[src/splitter_pkg.sv]
//--------------------------------------------------------------------------
// shared definitions for the write-request page splitter
// page and bus geometry, width typedefs, channel payload structs
// and the address-side state encoding
//--------------------------------------------------------------------------

package splitter_pkg;

    //--------------------------------------------------------------------------
    // geometry
    //--------------------------------------------------------------------------

    // memory page in bytes
    localparam int PAGE_SIZE  = 4096;
    // 128-bit data bus
    localparam int BEAT_BYTES = 16;

    //--------------------------------------------------------------------------
    // widths
    //--------------------------------------------------------------------------

    // byte address
    typedef logic [31:0]  addr_t;
    // byte length, requests up to 8192
    typedef logic [13:0]  len_t;
    // one raw data beat
    typedef logic [127:0] data_t;
    // beats per segment, 1 to 256
    typedef logic [8:0]   beat_cnt_t;

    //--------------------------------------------------------------------------
    // channel payloads
    //--------------------------------------------------------------------------

    // request in, segment out
    typedef struct packed {
        addr_t addr;
        len_t  len;
    } addr_req_t;

    // framed output beat
    typedef struct packed {
        data_t data;
        logic  last;
    } data_beat_t;

    // address channel FSM
    typedef enum logic [0:0] {
        split_idle,
        split_seg
    } split_state_t;

endpackage

[src/reg_slice.sv]
//--------------------------------------------------------------------------
// one-entry valid/ready register slice
// breaks the combinational path on an input channel
//--------------------------------------------------------------------------

`timescale 1ns/1ps

module reg_slice #(
    parameter int WIDTH = 32
) (
    input  logic             clk,
    input  logic             rst,
    input  logic             in_valid,
    output logic             in_ready,
    input  logic [WIDTH-1:0] in_data,
    output logic             out_valid,
    input  logic             out_ready,
    output logic [WIDTH-1:0] out_data
);

    // low for the first cycle out of reset
    logic armed;
    logic in_xfer;

    // accept when empty or draining this cycle
    assign in_ready = armed && (!out_valid || out_ready);
    assign in_xfer  = in_valid && in_ready;

    // control side
    always_ff @(posedge clk) begin
        if (rst) begin
            armed     <= 1'b0;
            out_valid <= 1'b0;
        end else begin
            armed <= 1'b1;
            if (in_xfer) begin
                out_valid <= 1'b1;
            end else if (out_ready) begin
                // output taken, nothing new behind it
                out_valid <= 1'b0;
            end
        end
    end

    // payload register
    always_ff @(posedge clk) begin
        if (in_xfer) begin
            out_data <= in_data;
        end
    end

endmodule

[src/seg_queue.sv]
//--------------------------------------------------------------------------
// synchronous FIFO of segment beat counts
// address side pushes one entry per segment, data side pops at segment end
//--------------------------------------------------------------------------

`timescale 1ns/1ps

module seg_queue #(
    parameter int QUEUE_DEPTH = 8
) (
    input  logic                    clk,
    input  logic                    rst,
    input  logic                    push,
    input  splitter_pkg::beat_cnt_t push_beats,
    input  logic                    pop,
    output logic                    full,
    output logic                    empty,
    output splitter_pkg::beat_cnt_t head_beats
);
    import splitter_pkg::*;

    localparam int PTR_W = (QUEUE_DEPTH > 1) ? $clog2(QUEUE_DEPTH) : 1;
    localparam int CNT_W = $clog2(QUEUE_DEPTH + 1);

    beat_cnt_t        mem [QUEUE_DEPTH];
    logic [PTR_W-1:0] wr_ptr;
    logic [PTR_W-1:0] rd_ptr;
    logic [CNT_W-1:0] count;
    logic             do_push;
    logic             do_pop;

    // wrap at depth, depth need not be a power of two
    function automatic logic [PTR_W-1:0] ptr_inc(input logic [PTR_W-1:0] ptr);
        return (ptr == PTR_W'(QUEUE_DEPTH - 1)) ? '0 : ptr + PTR_W'(1);
    endfunction

    assign full    = (count == CNT_W'(QUEUE_DEPTH));
    assign empty   = (count == '0);
    assign do_push = push && !full;
    assign do_pop  = pop && !empty;

    // head visible the cycle after its push
    assign head_beats = mem[rd_ptr];

    // pointers and occupancy
    always_ff @(posedge clk) begin
        if (rst) begin
            wr_ptr <= '0;
            rd_ptr <= '0;
            count  <= '0;
        end else begin
            if (do_push) begin
                wr_ptr <= ptr_inc(wr_ptr);
            end
            if (do_pop) begin
                rd_ptr <= ptr_inc(rd_ptr);
            end
            // simultaneous push and pop leave the count alone
            if (do_push && !do_pop) begin
                count <= count + CNT_W'(1);
            end else if (do_pop && !do_push) begin
                count <= count - CNT_W'(1);
            end
        end
    end

    // storage
    always_ff @(posedge clk) begin
        if (do_push) begin
            mem[wr_ptr] <= push_beats;
        end
    end

endmodule

[src/addr_splitter.sv]
//--------------------------------------------------------------------------
// address channel FSM
// cuts each write request into one segment per 4 KiB page and
// pushes the beat count of every segment to the control queue
//--------------------------------------------------------------------------

`timescale 1ns/1ps

module addr_splitter (
    input  logic                    clk,
    input  logic                    rst,
    input  logic                    req_valid,
    output logic                    req_ready,
    input  splitter_pkg::addr_req_t req,
    output logic                    seg_valid,
    input  logic                    seg_ready,
    output splitter_pkg::addr_req_t seg,
    input  logic                    q_full,
    output logic                    q_push,
    output splitter_pkg::beat_cnt_t q_beats
);
    import splitter_pkg::*;

    localparam int PAGE_W = $clog2(PAGE_SIZE);
    localparam int BEAT_W = $clog2(BEAT_BYTES);

    split_state_t state;
    split_state_t state_next;
    // start of the next page and bytes still to emit
    addr_t        next_addr;
    len_t         rem_len;
    len_t         room;
    logic         crosses;
    logic         last_seg;
    logic         accept;

    // bytes from request start to page end
    assign room     = len_t'(PAGE_SIZE) - len_t'(req.addr[PAGE_W-1:0]);
    assign crosses  = (req.len > room);
    assign last_seg = (rem_len <= len_t'(PAGE_SIZE));
    // segment goes out only with room in the queue too
    assign accept   = seg_ready && !q_full;

    //--------------------------------------------------------------------------
    // segment select and next state
    //--------------------------------------------------------------------------
    always_comb begin
        seg_valid  = 1'b0;
        seg        = req;
        req_ready  = 1'b0;
        state_next = state;
        case (state)
            split_idle: begin
                // first segment straight from the slice
                seg_valid = req_valid;
                if (crosses) begin
                    seg.len = room;
                end
                if (req_valid && accept) begin
                    if (crosses) begin
                        state_next = split_seg;
                    end else begin
                        req_ready = 1'b1;
                    end
                end
            end
            split_seg: begin
                // whole pages, then the remainder
                seg_valid = 1'b1;
                seg.addr  = next_addr;
                seg.len   = last_seg ? rem_len : len_t'(PAGE_SIZE);
                if (accept && last_seg) begin
                    // request fully covered, release it
                    req_ready  = 1'b1;
                    state_next = split_idle;
                end
            end
        endcase
    end

    assign q_push  = seg_valid && accept;
    // aligned length, so a plain shift
    assign q_beats = beat_cnt_t'(seg.len >> BEAT_W);

    always_ff @(posedge clk) begin
        if (rst) begin
            state <= split_idle;
        end else begin
            state <= state_next;
        end
    end

    // remainder bookkeeping per accepted segment
    always_ff @(posedge clk) begin
        if (q_push) begin
            next_addr <= seg.addr + addr_t'(seg.len);
            if (state == split_idle) begin
                rem_len <= req.len - seg.len;
            end else begin
                rem_len <= rem_len - seg.len;
            end
        end
    end

endmodule

[src/beat_framer.sv]
//--------------------------------------------------------------------------
// data channel framer
// counts beats against the queue head and marks each segment end
//--------------------------------------------------------------------------

`timescale 1ns/1ps

module beat_framer (
    input  logic                     clk,
    input  logic                     rst,
    input  logic                     in_valid,
    output logic                     in_ready,
    input  splitter_pkg::data_t      in_data,
    input  logic                     q_empty,
    output logic                     q_pop,
    input  splitter_pkg::beat_cnt_t  q_beats,
    output logic                     out_valid,
    input  logic                     out_ready,
    output splitter_pkg::data_beat_t out
);
    import splitter_pkg::*;

    // set while inside a segment
    logic      active;
    // beats left, current beat included
    beat_cnt_t cnt;
    beat_cnt_t cur_cnt;
    logic      last_beat;
    logic      xfer;

    // first beat of a segment reads the queue head
    assign cur_cnt   = active ? cnt : q_beats;
    assign last_beat = (cur_cnt == beat_cnt_t'(1));

    // no segment known, so hold the data
    assign out_valid = in_valid && !q_empty;
    assign in_ready  = out_ready && !q_empty;
    assign xfer      = out_valid && out_ready;

    assign out.data = in_data;
    assign out.last = last_beat;

    // segment done, drop its entry
    assign q_pop = xfer && last_beat;

    //--------------------------------------------------------------------------
    // beat counter
    //--------------------------------------------------------------------------
    always_ff @(posedge clk) begin
        if (rst) begin
            active <= 1'b0;
            cnt    <= '0;
        end else if (xfer) begin
            // back to head lookup after the last beat
            active <= !last_beat;
            cnt    <= cur_cnt - beat_cnt_t'(1);
        end
    end

endmodule

[src/wr_splitter_top.sv]
//--------------------------------------------------------------------------
// write-request page splitter top level
// input slices, address splitter, control queue and data framer
//--------------------------------------------------------------------------

`timescale 1ns/1ps

module wr_splitter_top #(
    parameter int QUEUE_DEPTH = 8
) (
    input  logic                     clk,
    input  logic                     rst,
    // request in
    input  logic                     req_valid,
    output logic                     req_ready,
    input  splitter_pkg::addr_req_t  req,
    // raw data in
    input  logic                     wdata_valid,
    output logic                     wdata_ready,
    input  splitter_pkg::data_t      wdata,
    // segments out
    output logic                     seg_valid,
    input  logic                     seg_ready,
    output splitter_pkg::addr_req_t  seg,
    // framed data out
    output logic                     out_valid,
    input  logic                     out_ready,
    output splitter_pkg::data_beat_t out
);
    import splitter_pkg::*;

    // slice to splitter
    logic      rq_valid;
    logic      rq_ready;
    addr_req_t rq;
    // splitter to queue
    logic      q_push;
    logic      q_full;
    beat_cnt_t q_push_beats;
    // queue to framer
    logic      q_pop;
    logic      q_empty;
    beat_cnt_t q_head_beats;
    // slice to framer
    logic      dq_valid;
    logic      dq_ready;
    data_t     dq;

    //--------------------------------------------------------------------------
    // address path
    //--------------------------------------------------------------------------
    reg_slice #(
        .WIDTH($bits(addr_req_t))
    ) req_slice (
        .clk      (clk),
        .rst      (rst),
        .in_valid (req_valid),
        .in_ready (req_ready),
        .in_data  (req),
        .out_valid(rq_valid),
        .out_ready(rq_ready),
        .out_data (rq)
    );

    addr_splitter i_addr_splitter (
        .clk      (clk),
        .rst      (rst),
        .req_valid(rq_valid),
        .req_ready(rq_ready),
        .req      (rq),
        .seg_valid(seg_valid),
        .seg_ready(seg_ready),
        .seg      (seg),
        .q_full   (q_full),
        .q_push   (q_push),
        .q_beats  (q_push_beats)
    );

    // address side may run QUEUE_DEPTH segments ahead
    seg_queue #(
        .QUEUE_DEPTH(QUEUE_DEPTH)
    ) i_seg_queue (
        .clk       (clk),
        .rst       (rst),
        .push      (q_push),
        .push_beats(q_push_beats),
        .pop       (q_pop),
        .full      (q_full),
        .empty     (q_empty),
        .head_beats(q_head_beats)
    );

    //--------------------------------------------------------------------------
    // data path
    //--------------------------------------------------------------------------
    reg_slice #(
        .WIDTH($bits(data_t))
    ) data_slice (
        .clk      (clk),
        .rst      (rst),
        .in_valid (wdata_valid),
        .in_ready (wdata_ready),
        .in_data  (wdata),
        .out_valid(dq_valid),
        .out_ready(dq_ready),
        .out_data (dq)
    );

    beat_framer i_beat_framer (
        .clk      (clk),
        .rst      (rst),
        .in_valid (dq_valid),
        .in_ready (dq_ready),
        .in_data  (dq),
        .q_empty  (q_empty),
        .q_pop    (q_pop),
        .q_beats  (q_head_beats),
        .out_valid(out_valid),
        .out_ready(out_ready),
        .out      (out)
    );

endmodule

[config.mk]
export PLATFORM = sky130hd
export DESIGN_NAME = wr_splitter_top
export DESIGN_NICKNAME = d
export VERILOG_FILES = /design/src/splitter_pkg.sv /design/src/reg_slice.sv /design/src/seg_queue.sv /design/src/addr_splitter.sv /design/src/beat_framer.sv /design/src/wr_splitter_top.sv
export SDC_FILE = /design/constraint.sdc
export NUM_CORES = 1
export LEC_CHECK = 0
export BUFFER_PORTS_ARGS = -buffer_cell sky130_fd_sc_hd__clkbuf_2
export CAP_MARGIN = 20
export CORE_MARGIN = 2
export CORE_UTILIZATION = 48
export DETAILED_ROUTE_END_ITERATION = 10
export GPL_TIMING_DRIVEN = 0
export PLACE_DENSITY = 0.82
export SLEW_MARGIN = 20
export SYNTH_ARGS = -nofsm -noshare
export SYNTH_HDL_FRONTEND = slang
export SYNTH_SLANG_ARGS = --single-unit
[constraint.sdc]
create_clock -name clk -period 7.5 [get_ports clk]
set_input_delay 0.375 -clock clk [delete_from_list [all_inputs] [get_ports clk]]
set_output_delay 0.375 -clock clk [all_outputs]
set_load 0.05 [all_outputs]
# Word-level counts from Yosys, hierarchy flattened
# Memories as Yosys holds them, arrays and structs flattened. A register that Yosys moved wholly into a read port is not among the register bits.
# Index checks and enable logic that the tools add are counted.
# totals
regBits	244
ram_bits	72
wordCells	87
mem_count	1
out_inout_bits	179
# mem_list
memory	depth	word_bits	read_ports	rd_clocked_by_memory_dff	write_ports	line_no	source
i_seg_queue.mem	8	9	1	1	1	seg_queue.sv:25	beat_cnt_t mem [QUEUE_DEPTH];
# op_classes
eq_ne	4
n_lt_le_gt_ge	2
add_sub_neg	9
bitwise_logic	1
mux	28
reduce_logical	29
# ops
op	n
14-bit two-way mux	3
32-bit by 14-bit adder with 32-bit output	1
32-bit two-way mux	1
14-bit one-hot mux with 2 select lines	1
14-bit subtractor	2
1-bit logical AND	16
14-bit greater-than comparator	1
14-bit by 13-bit <= comparator with 1-bit output, second input constant	1
13-bit by 12-bit subtractor with 14-bit output, first input constant	1
1-bit two-way mux	13
3-bit two-way mux	4
9-bit by 1-bit == test with 1-bit output, second input constant	1
9-bit two-way mux	1
9-bit by 1-bit subtractor with 9-bit output, second input constant	1
4-bit two-way mux	2
1-bit logical NOT	7
3-bit by 1-bit adder with 3-bit output, second input constant	2
3-bit == test, second input constant	2
1-bit one-hot mux with 2 select lines	3
2-bit nonzero test	3
4-bit by 1-bit adder with 4-bit output, second input constant	1
4-bit == test, second input constant	1
4-bit logical NOT	1
4-bit by 1-bit subtractor with 4-bit output, second input constant	1
other kinds (2)	3

# Longest topological paths before layout
# Gate-level depths: netlist of the first run.
# depth
depth_word	10
mapped_depth	25
depth_no_buf	24

# Modules after synthesis
# From an unflattened synthesis of the first run, not the netlist that was laid out.
# unflattened
hier_cells	1108
area_unflattened_um2	15189.6
# by_module_without_submodules
module	seq_area_each_um2	area_per_inst_um2	cells_per_inst	n_inst
addr_splitter	1401.3	4521.8	506	1
reg_slice at data_slice	3883.7	3938.8	136	1
seg_queue	2422.3	3470.8	180	1
beat_framer	200.2	1781.7	232	1
reg_slice at req_slice	1421.4	1476.4	54	1

# Worst setup path after synthesis of the first run
# OpenSTA, ideal clock, no wires.
# synth_timing
path_kind	register to register
start	register i_seg_queue.count[0]
end	register data_slice.out_data[0] (enable)
n_path_buf	0
required_time_ps	6842
arrival_time_ps	6847
path_slack_ps	-6
period_less_slack_ps	7506
stages_incl_launch_ff	5
path_cell_list	dfxtp_1 > nor3_1 > nand2b_1 > nand2_1 > a21oi_1
# synth_via
elab_chain_cells	6
# synth_lines
element	line_no	source
start, declared	seg_queue.sv:28	logic [CNT_W-1:0] count;
start signal, assigned	seg_queue.sv:60	count <= count + CNT_W'(1);
start signal, assigned	seg_queue.sv:62	count <= count - CNT_W'(1);
4-bit logical NOT	seg_queue.sv:38	assign empty = (count == '0);
1-bit logical NOT	beat_framer.sv:37	assign in_ready = out_ready && !q_empty;
1-bit logical AND	beat_framer.sv:37	
1-bit logical OR	reg_slice.sv:26	assign in_ready = armed && (!out_valid || out_ready);
1-bit logical AND	reg_slice.sv:26	
1-bit logical AND	reg_slice.sv:27	assign in_xfer = in_valid && in_ready;
via data_slice.in_xfer	reg_slice.sv:23	logic in_xfer;
end signal, assigned	reg_slice.sv:48	out_data <= in_data;
end, declared	reg_slice.sv:18	output logic [WIDTH-1:0] out_data
# The timed path passes the listed nets, and every way through them passes these cells.
# A chain may end at the register's enable or synchronous reset.

# Worst setup path in the final report of the first run
# layout_timing
start	register req_slice.out_data[16]
end	register i_addr_splitter.next_addr[26] (data pin)
# layout_via
elab_chain_cells	5
elab_cells_between_ends	6
# layout_lines
element	line_no	source
start, declared	reg_slice.sv:18	
start signal, assigned	reg_slice.sv:48	
13-bit by 12-bit subtractor with 14-bit output	addr_splitter.sv:38	assign room = len_t'(PAGE_SIZE) - len_t'(req.addr[PAGE_W-1:0]);
14-bit greater-than comparator	addr_splitter.sv:39	assign crosses = (req.len > room);
14-bit two-way mux	addr_splitter.sv:56	if (crosses) begin
14-bit one-hot mux with 2 select lines	addr_splitter.sv:52	case (state)
32-bit by 14-bit adder with 32-bit output (*)	addr_splitter.sv:96	next_addr <= seg.addr + addr_t'(seg.len);
end signal, assigned	addr_splitter.sv:96	
end, declared	addr_splitter.sv:30	addr_t next_addr;
# Mark *: on every way between the ends. The rest lies on a longest branch, timed or not.

==> flow_summary.json, run 1 <==
{
  "area.sequential_um2": 9309,
  "min_path_type": "in2reg",
  "max_freq_ghz": 0.1458,
  "grt_pass1_vias": 9625,
  "drc": 0,
  "cts-root-buf": "clkbuf_16",
  "drt_wl_total_um": 36600,
  "path_cells": "or3_1 > nor2_1 > nand3_1 > nor2_1 > xor2_1 > ha_1 > a21o_1 > a211oi_1 > o21ai_0 > o21ai_1 > buf_2 > mux2_2 > o21ai_1 > ha_1 > a21o_1 > a21o_1 > a21oi_1 > inv_1 > nand3_1 > a2bb2oi_1 > nor3_1 > xnor2_1",
  "synthTopCellsByArea": "edfxtp_1 64%, ha_1 4.6%, dfxtp_1 3.9%",
  "detail-route-antenna-nets": 0,
  "min_from": "req[4]",
  "min_period_over_period": 0.9147,
  "cts_buffers": 36,
  "post_cts_buffers": 0,
  "fin_setup_tns_ps": 0,
  "cp_common_cell": "a21o_1",
  "path_clk_slew_ps": 60,
  "criticalPathCategory": "reg2reg",
  "fillers": 2129,
  "synthArstFlopShare": 0,
  "power.density_nw_per_um2": 255.5,
  "outcome": "completed",
  "post-place-ws_ps": 813.0,
  "crit_fanout": 10,
  "ys_seq_area_frac": 0.6787,
  "synth_top_area_frac": 0.6393,
  "cp-start-kind": "register",
  "cpPeakStageDelay_ps": 750,
  "critical_path.startpoint": "req_slice.out_data[16]",
  "synth-edff-count": 292,
  "vdd_drop_max_mv": 0.1845,
  "cp_top_family": "compound AO/OA/AOI/OAI gates",
  "die_h_um": 173.0,
  "power.internal_mw": 3.257,
  "die-area_um2": 29940,
  "viasPerCell": 5.428,
  "initial_core_util": 0.4910,
  "slowest_stage": "o21ai_1",
  "swShare": 0.2663,
  "multi_input_area_um2": 4174,
  "endpoint_kind": "register",
  "routedWlPerCell_um": 20.77,
  "leakagePower_nw": 6.879,
  "vias": 9565,
  "synth_cell_types": 63,
  "slew_headroom": 0.3505,
  "yosysTopAreaCell": "edfxtp_1",
  "clk_latency_ps": 510,
  "core_area_um2": 27930,
  "synth_seq_cells": 319,
  "place_area_um2": 16250,
  "period_needed_ps": 6860,
  "boundaryPins": 359,
  "antenna_found_initial": 11,
  "grt_overflow": 0,
  "tightest_slew_ps": 967.7,
  "arrival_ps": 7110,
  "setup_violations": 0,
  "cts_resized": 0,
  "setup_ws_ps": 640.1,
  "cts.sinks": 319,
  "clock_skew_ps": 19.25,
  "clock_path_buffers": 3,
  "max_cap_viol_count": 0,
  "required_ps": 7750,
  "drt_first_pass_iters": 5,
  "hpwl_um": 27810,
  "drt_iter0_drc": 881,
  "drive_above_1_share": 0.3614,
  "grt_first_pass_wirelength_um": 54990,
  "grt_max_degree": 34,
  "instances_no_fill": 1762,
  "clkPwrFrac": 0.379,
  "netlist_instances": 943,
  "io_buffers": 357,
  "place.gp.congestion": 0.8893,
  "seqPwrFrac": 0.469,
  "final_area_um2": 17380,
  "combPwrFrac": 0.153,
  "hold_viol": 0,
  "cts.htree.levels": 2,
  "die_width_um": 173.0,
  "area_growth_pct": 26.69,
  "synth_area_um2": 13720,
  "cts_tree": "yes",
  "rsz0062_at_grt": "no",
  "synth_flop_cell": "edfxtp_1",
  "synth_warnings": 0,
  "place_inst": 1693,
  "critical_path_buf_inv_count": 2,
  "cts_hold_buf": 0,
  "power.total_mw": 4.439,
  "p_switching_mw": 1.182,
  "synth_area_per_cell_um2": 14.54,
  "grt_use_total": 0.2391,
  "r2r-start": "req_slice.out_data[16]",
  "rows": 61,
  "final_nets": 1586,
  "drv_slew": 0
}
through the flow:
stage,hold slack (ps),utilization
2_1_floorplan,431.9,-
5_1_grt,22.95,0.6216
3_3_place_gp,442.0,0.5722
6_report,36.01,0.6221
3_5_place_dp,448.5,0.5816
4_1_cts,22.50,0.6215
registers in the layout (all words and copies together) (netlist names), named ones only:
| register | flops |
|---|---|
| data_slice.armed | 1 |
| data_slice.out_data | 128 |
| data_slice.out_valid | 1 |
| i_addr_splitter.next_addr | 32 |
| i_addr_splitter.rem_len | 14 |
| i_addr_splitter.state | 1 |
| i_beat_framer.active | 1 |
| i_beat_framer.cnt | 9 |
| i_seg_queue.count | 4 |
| i_seg_queue.mem | 72 |
| i_seg_queue.rd_ptr | 3 |
| i_seg_queue.wr_ptr | 3 |
| req_slice.out_data | 46 |
| req_slice.out_valid | 1 |
cell type report:
cell class | instances | area share
clock inverters | 14 | 0.007200
well taps | 378 | 0.02722
plain buffers | 25 | 0.007632
flip-flops and latches | 319 | 0.5357
inverters | 38 | 0.008209
diodes | 6 | 0.0008641
repair buffers | 371 | 0.1159
clock buffers | 49 | 0.05703
multi-input cells | 562 | 0.2402
cells in the mapped netlist (all sizes together) (9+ instances only):
master / number
o22ai: 9
nor3: 16
o21a: 19
ha: 50
nand3: 16
a21o: 17
mux2: 46
inv: 38
xnor2: 36
nor2: 39
edfxtp: 292
a21oi: 37
xor2: 21
nor4: 9
buf: 14
nand2: 80
o21ai: 42
clkbuf: 11
dfxtp: 27
mux2i: 30
cell families (layout without fill, tap and decap cells):
logic type                 after synthesis  count (layout)  share of synthesized area
AOI/OAI and AO/OA                      169             169                    0.08073
xor gates and xnor gates                57              57                    0.03640
adders and majority gates               53              53                    0.04999
buffers and inverters                   63             497                    0.02007
DFF                                    319             319                     0.6787
muxes                                   78              78                    0.06294
other                                    1               8                  0.0002734
and+or+nand+nor                        203             203                    0.07088
routing by layer:
metal  share of wire  wire [um]  global-route usage  vias up
li1                -          -                   -     4396
met1            0.40      14580              0.3084     4646
met2            0.47      17200              0.3817      428
met3           0.099       3612             0.07982       85
met4           0.031       1141             0.07980       10
met5          0.0018         66                   0        -
cells in the final DEF, fill, tap and decap left out, types with 30 or more instances in the layout:
cell / count
a21oi_1: 34
clkbuf_16: 37
clkbuf_2: 357
edfxtp_1: 292
ha_1: 50
inv_1: 37
mux2_2: 46
mux2i_1: 30
nand2_1: 80
nor2_1: 39
o21ai_0: 33
xnor2_1: 36
power groups by stage:
stage / logic [mW] / registers, mW / clock network [mW]
2_1_floorplan: 0.352 / 2.23 / 0
3_3_place_gp: 0.630 / 2.12 / 0
3_5_place_dp: 0.672 / 2.12 / 0
4_1_cts: 0.676 / 2.08 / 1.70
5_1_grt: 0.724 / 2.09 / 1.78
6_report: 0.678 / 2.08 / 1.68
path summary, 6_finish.rpt:
path	end	depth (start not counted)	slack [ps]
setup / recovery	i_addr_splitter.next_addr[26]	22	640
hold / removal	req_slice.out_data[4]	1	40
setup reg to reg	i_addr_splitter.next_addr[26]	22	640
hold reg to reg	i_beat_framer.cnt[2]	2	460
worst reg2reg max path, stage by stage (launching register included):
cell and delay (ps):
edfxtp_1 450, or3_1 400, nor2_1 230, nand3_1 210, nor2_1 180, xor2_1 230
ha_1 290, a21o_1 170, a211oi_1 310, o21ai_0 150, o21ai_1 510, buf_2 410
mux2_2 390, o21ai_1 750, ha_1 450, a21o_1 230, a21o_1 190, a21oi_1 160
inv_1 90, nand3_1 90, a2bb2oi_1 440, nor3_1 130, xnor2_1 150
(Power assumes the default switching activity.)
==> run 2: changes to the inputs <==
--- a/config.mk
+++ b/config.mk
@@ -11,6 +11,7 @@
 export CORE_UTILIZATION = 48
 export DETAILED_ROUTE_END_ITERATION = 10
 export GPL_TIMING_DRIVEN = 0
+export HOLD_SLACK_MARGIN = 0.05
 export PLACE_DENSITY = 0.82
 export SLEW_MARGIN = 20
 export SYNTH_ARGS = -nofsm -noshare
==> flow_summary.json, run 2 (synthesis gave the netlist of run 1 again) <==
{
  "crit_fanout": 10,
  "cp_common_cell": "a21o_1",
  "r2r-start": "req_slice.out_data[16]",
  "rr_worst_depth": 22,
  "arrival_ps": 7180,
  "slowest_stage": "o21ai_1",
  "setup_violations": 0,
  "drt_first_pass_iters": 5,
  "grt_max_degree": 34,
  "largest_register_ffs": 128,
  "slew_headroom": 0.3229,
  "layout_common_cells": "357 x clkbuf_2, 292 x edfxtp_1, 141 x dlygate4sd3_1",
  "cts_resized": 0,
  "io_buffers": 357,
  "viasPerCell": 5.398,
  "routedWlPerCell_um": 21.11,
  "cts.htree.levels": 2,
  "min_path_type": "in2reg",
  "clk_latency_ps": 510,
  "grt_overflow": 0,
  "drive_above_1_share": 0.3278,
  "p_switching_mw": 1.209,
  "required_ps": 7760,
  "cts_tree": "yes",
  "place_inst": 1693,
  "grt_use_total": 0.2639,
  "drt_wl_total_um": 40150,
  "boundaryPins": 359,
  "grt_pass1_vias": 10480,
  "cts_hold_buf": 140,
  "rsz0062_at_grt": "no",
  "cpPeakStageDelay_ps": 780,
  "cts.sinks": 319,
  "path_clk_slew_ps": 60,
  "cts-root-buf": "clkbuf_16",
  "die-area_um2": 29940,
  "period_needed_ps": 6920,
  "reg2reg_slack_ps": 580,
  "cp-start-kind": "register",
  "hold_viol": 0,
  "antenna_found_initial": 8,
  "criticalPathCategory": "reg2reg",
  "vias": 10270,
  "die_width_um": 173.0,
  "grt_first_pass_wirelength_um": 60580,
  "max_cap_viol_count": 0,
  "die_h_um": 173.0,
  "fin_setup_tns_ps": 0,
  "clock_skew_ps": 18.31,
  "area.sequential_um2": 9309,
  "instances_no_fill": 1902,
  "core_area_um2": 27930,
  "min_period_over_period": 0.9227,
  "fillers": 1964,
  "drc": 0,
  "largest_register": "data_slice.out_data",
  "tightest_slew_ps": 1009,
  "initial_core_util": 0.4910,
  "cts_buffers": 36,
  "max_freq_ghz": 0.1445,
  "drt_iter0_drc": 881,
  "swShare": 0.2678,
  "place.gp.congestion": 0.8893,
  "leakagePower_nw": 7.467,
  "min_from": "wdata[44]",
  "seqPwrFrac": 0.461,
  "multi_input_area_um2": 4174,
  "path_cells": "or3_1 > nor2_1 > nand3_1 > nor2_1 > xor2_1 > ha_1 > a21o_1 > a211oi_1 > o21ai_0 > o21ai_1 > buf_2 > mux2_2 > o21ai_1 > ha_1 > a21o_1 > a21o_1 > a21oi_1 > inv_1 > nand3_1 > a2bb2oi_1 > nor3_1 > xnor2_1",
  "detail-route-antenna-nets": 0,
  "vdd_drop_max_mv": 0.1765,
  "area_growth_pct": 36.96,
  "r2r-end": "i_addr_splitter.next_addr[26]",
  "final_common_cell": "clkbuf_2",
  "combPwrFrac": 0.165,
  "outcome": "completed",
  "drv_slew": 0,
  "final_util": 0.6725,
  "holdPathEnd": "data_slice.out_data[44]",
  "clkPwrFrac": 0.373,
  "hpwl_um": 27810,
  "final_nets": 1727,
  "worstHoldPathCells": 1,
  "reg.largest.list": "data_slice.out_data (128), i_seg_queue.mem (72), req_slice.out_data (46)",
  "post_cts_buffers": 0,
  "endpoint_kind": "register",
  "clock_path_buffers": 3,
  "power.density_nw_per_um2": 240.3,
  "power.internal_mw": 3.305,
  "rows": 61
}
-- run 2: changes by cell type in the layout (fill, tap and decap cells not counted), sizes merged --
cell / delta
diode: -1
dlygate4sd3: +141
-- run 2: per-layer routing --
layer | track usage | share of wire | vias up
li1 | - | - | 4676
met1 | 0.3354 | 0.40 | 5003
met2 | 0.4468 | 0.49 | 482
met3 | 0.06420 | 0.079 | 98
met4 | 0.08369 | 0.032 | 8
met5 | 0 | 0.0013 | -
-- run 2: cell type report --
| type | instances | area share |
|---|---|---|
| diodes | 5 | 0.0006660 |
| plain buffers | 25 | 0.007060 |
| clock buffers | 49 | 0.05275 |
| clock inverters | 14 | 0.006660 |
| inverters | 38 | 0.007593 |
| multi-input cells | 562 | 0.2222 |
| flip-flops and latches | 319 | 0.4955 |
| well taps | 378 | 0.02518 |
| repair buffers | 512 | 0.1824 |
-- run 2: power groups by stage --
stage                     Sequential (mW)  Combinational (mW)  Clock (mW)
after floorplan                      2.23               0.352           0
after global placement               2.12               0.630           0
after detailed placement             2.12               0.672           0
after CTS                            2.08               0.737        1.70
after global routing                 2.09               0.795        1.78
final                                2.08               0.747        1.69
-- run 2: worst max-delay path by stage --
| stage | start | end | slack, ps | depth (start not counted) |
|---|---|---|---|---|
| global route | req_slice.out_data[18] | i_addr_splitter.next_addr[26] | 180 | 22 |
| floorplan | req_slice.out_data[16] | i_addr_splitter.next_addr[31] | 640 | 19 |
| CTS | req_slice.out_data[16] | i_addr_splitter.next_addr[24] | 730 | 22 |
| finish | req_slice.out_data[16] | i_addr_splitter.next_addr[26] | 580 | 22 |
| global placement | req_slice.out_data[18] | i_addr_splitter.next_addr[31] | 270 | 21 |
| detailed placement | req_slice.out_data[16] | i_addr_splitter.next_addr[31] | 810 | 22 |
-- run 2: critical path: cells and delay by family (launching register included) --
kind / cells / cell delay, ps
buffers and inverters: 2 / 500
XOR/XNOR: 2 / 380
AO/OA/AOI/OAI: 9 / 2940
AND/OR/NAND/NOR: 6 / 1250
adder cells (fa/ha/maj): 2 / 750
flip-flops: 1 / 450
multiplexers: 1 / 390
-- run 2: per-stage QoR --
step | total power, mW | area [um^2] | setup slack, ps | hold WS (ps)
CTS | 4.522 | 18760 | 734.2 | 51.14
finish | 4.514 | 18790 | 580.1 | 58.84
detailed placement | 2.789 | 16250 | 813.0 | 448.5
global route | 4.667 | 18780 | 180.5 | 50.19
floorplan | 2.577 | 13720 | 636.0 | 431.9
global placement | 2.753 | 15980 | 274.8 | 442.0
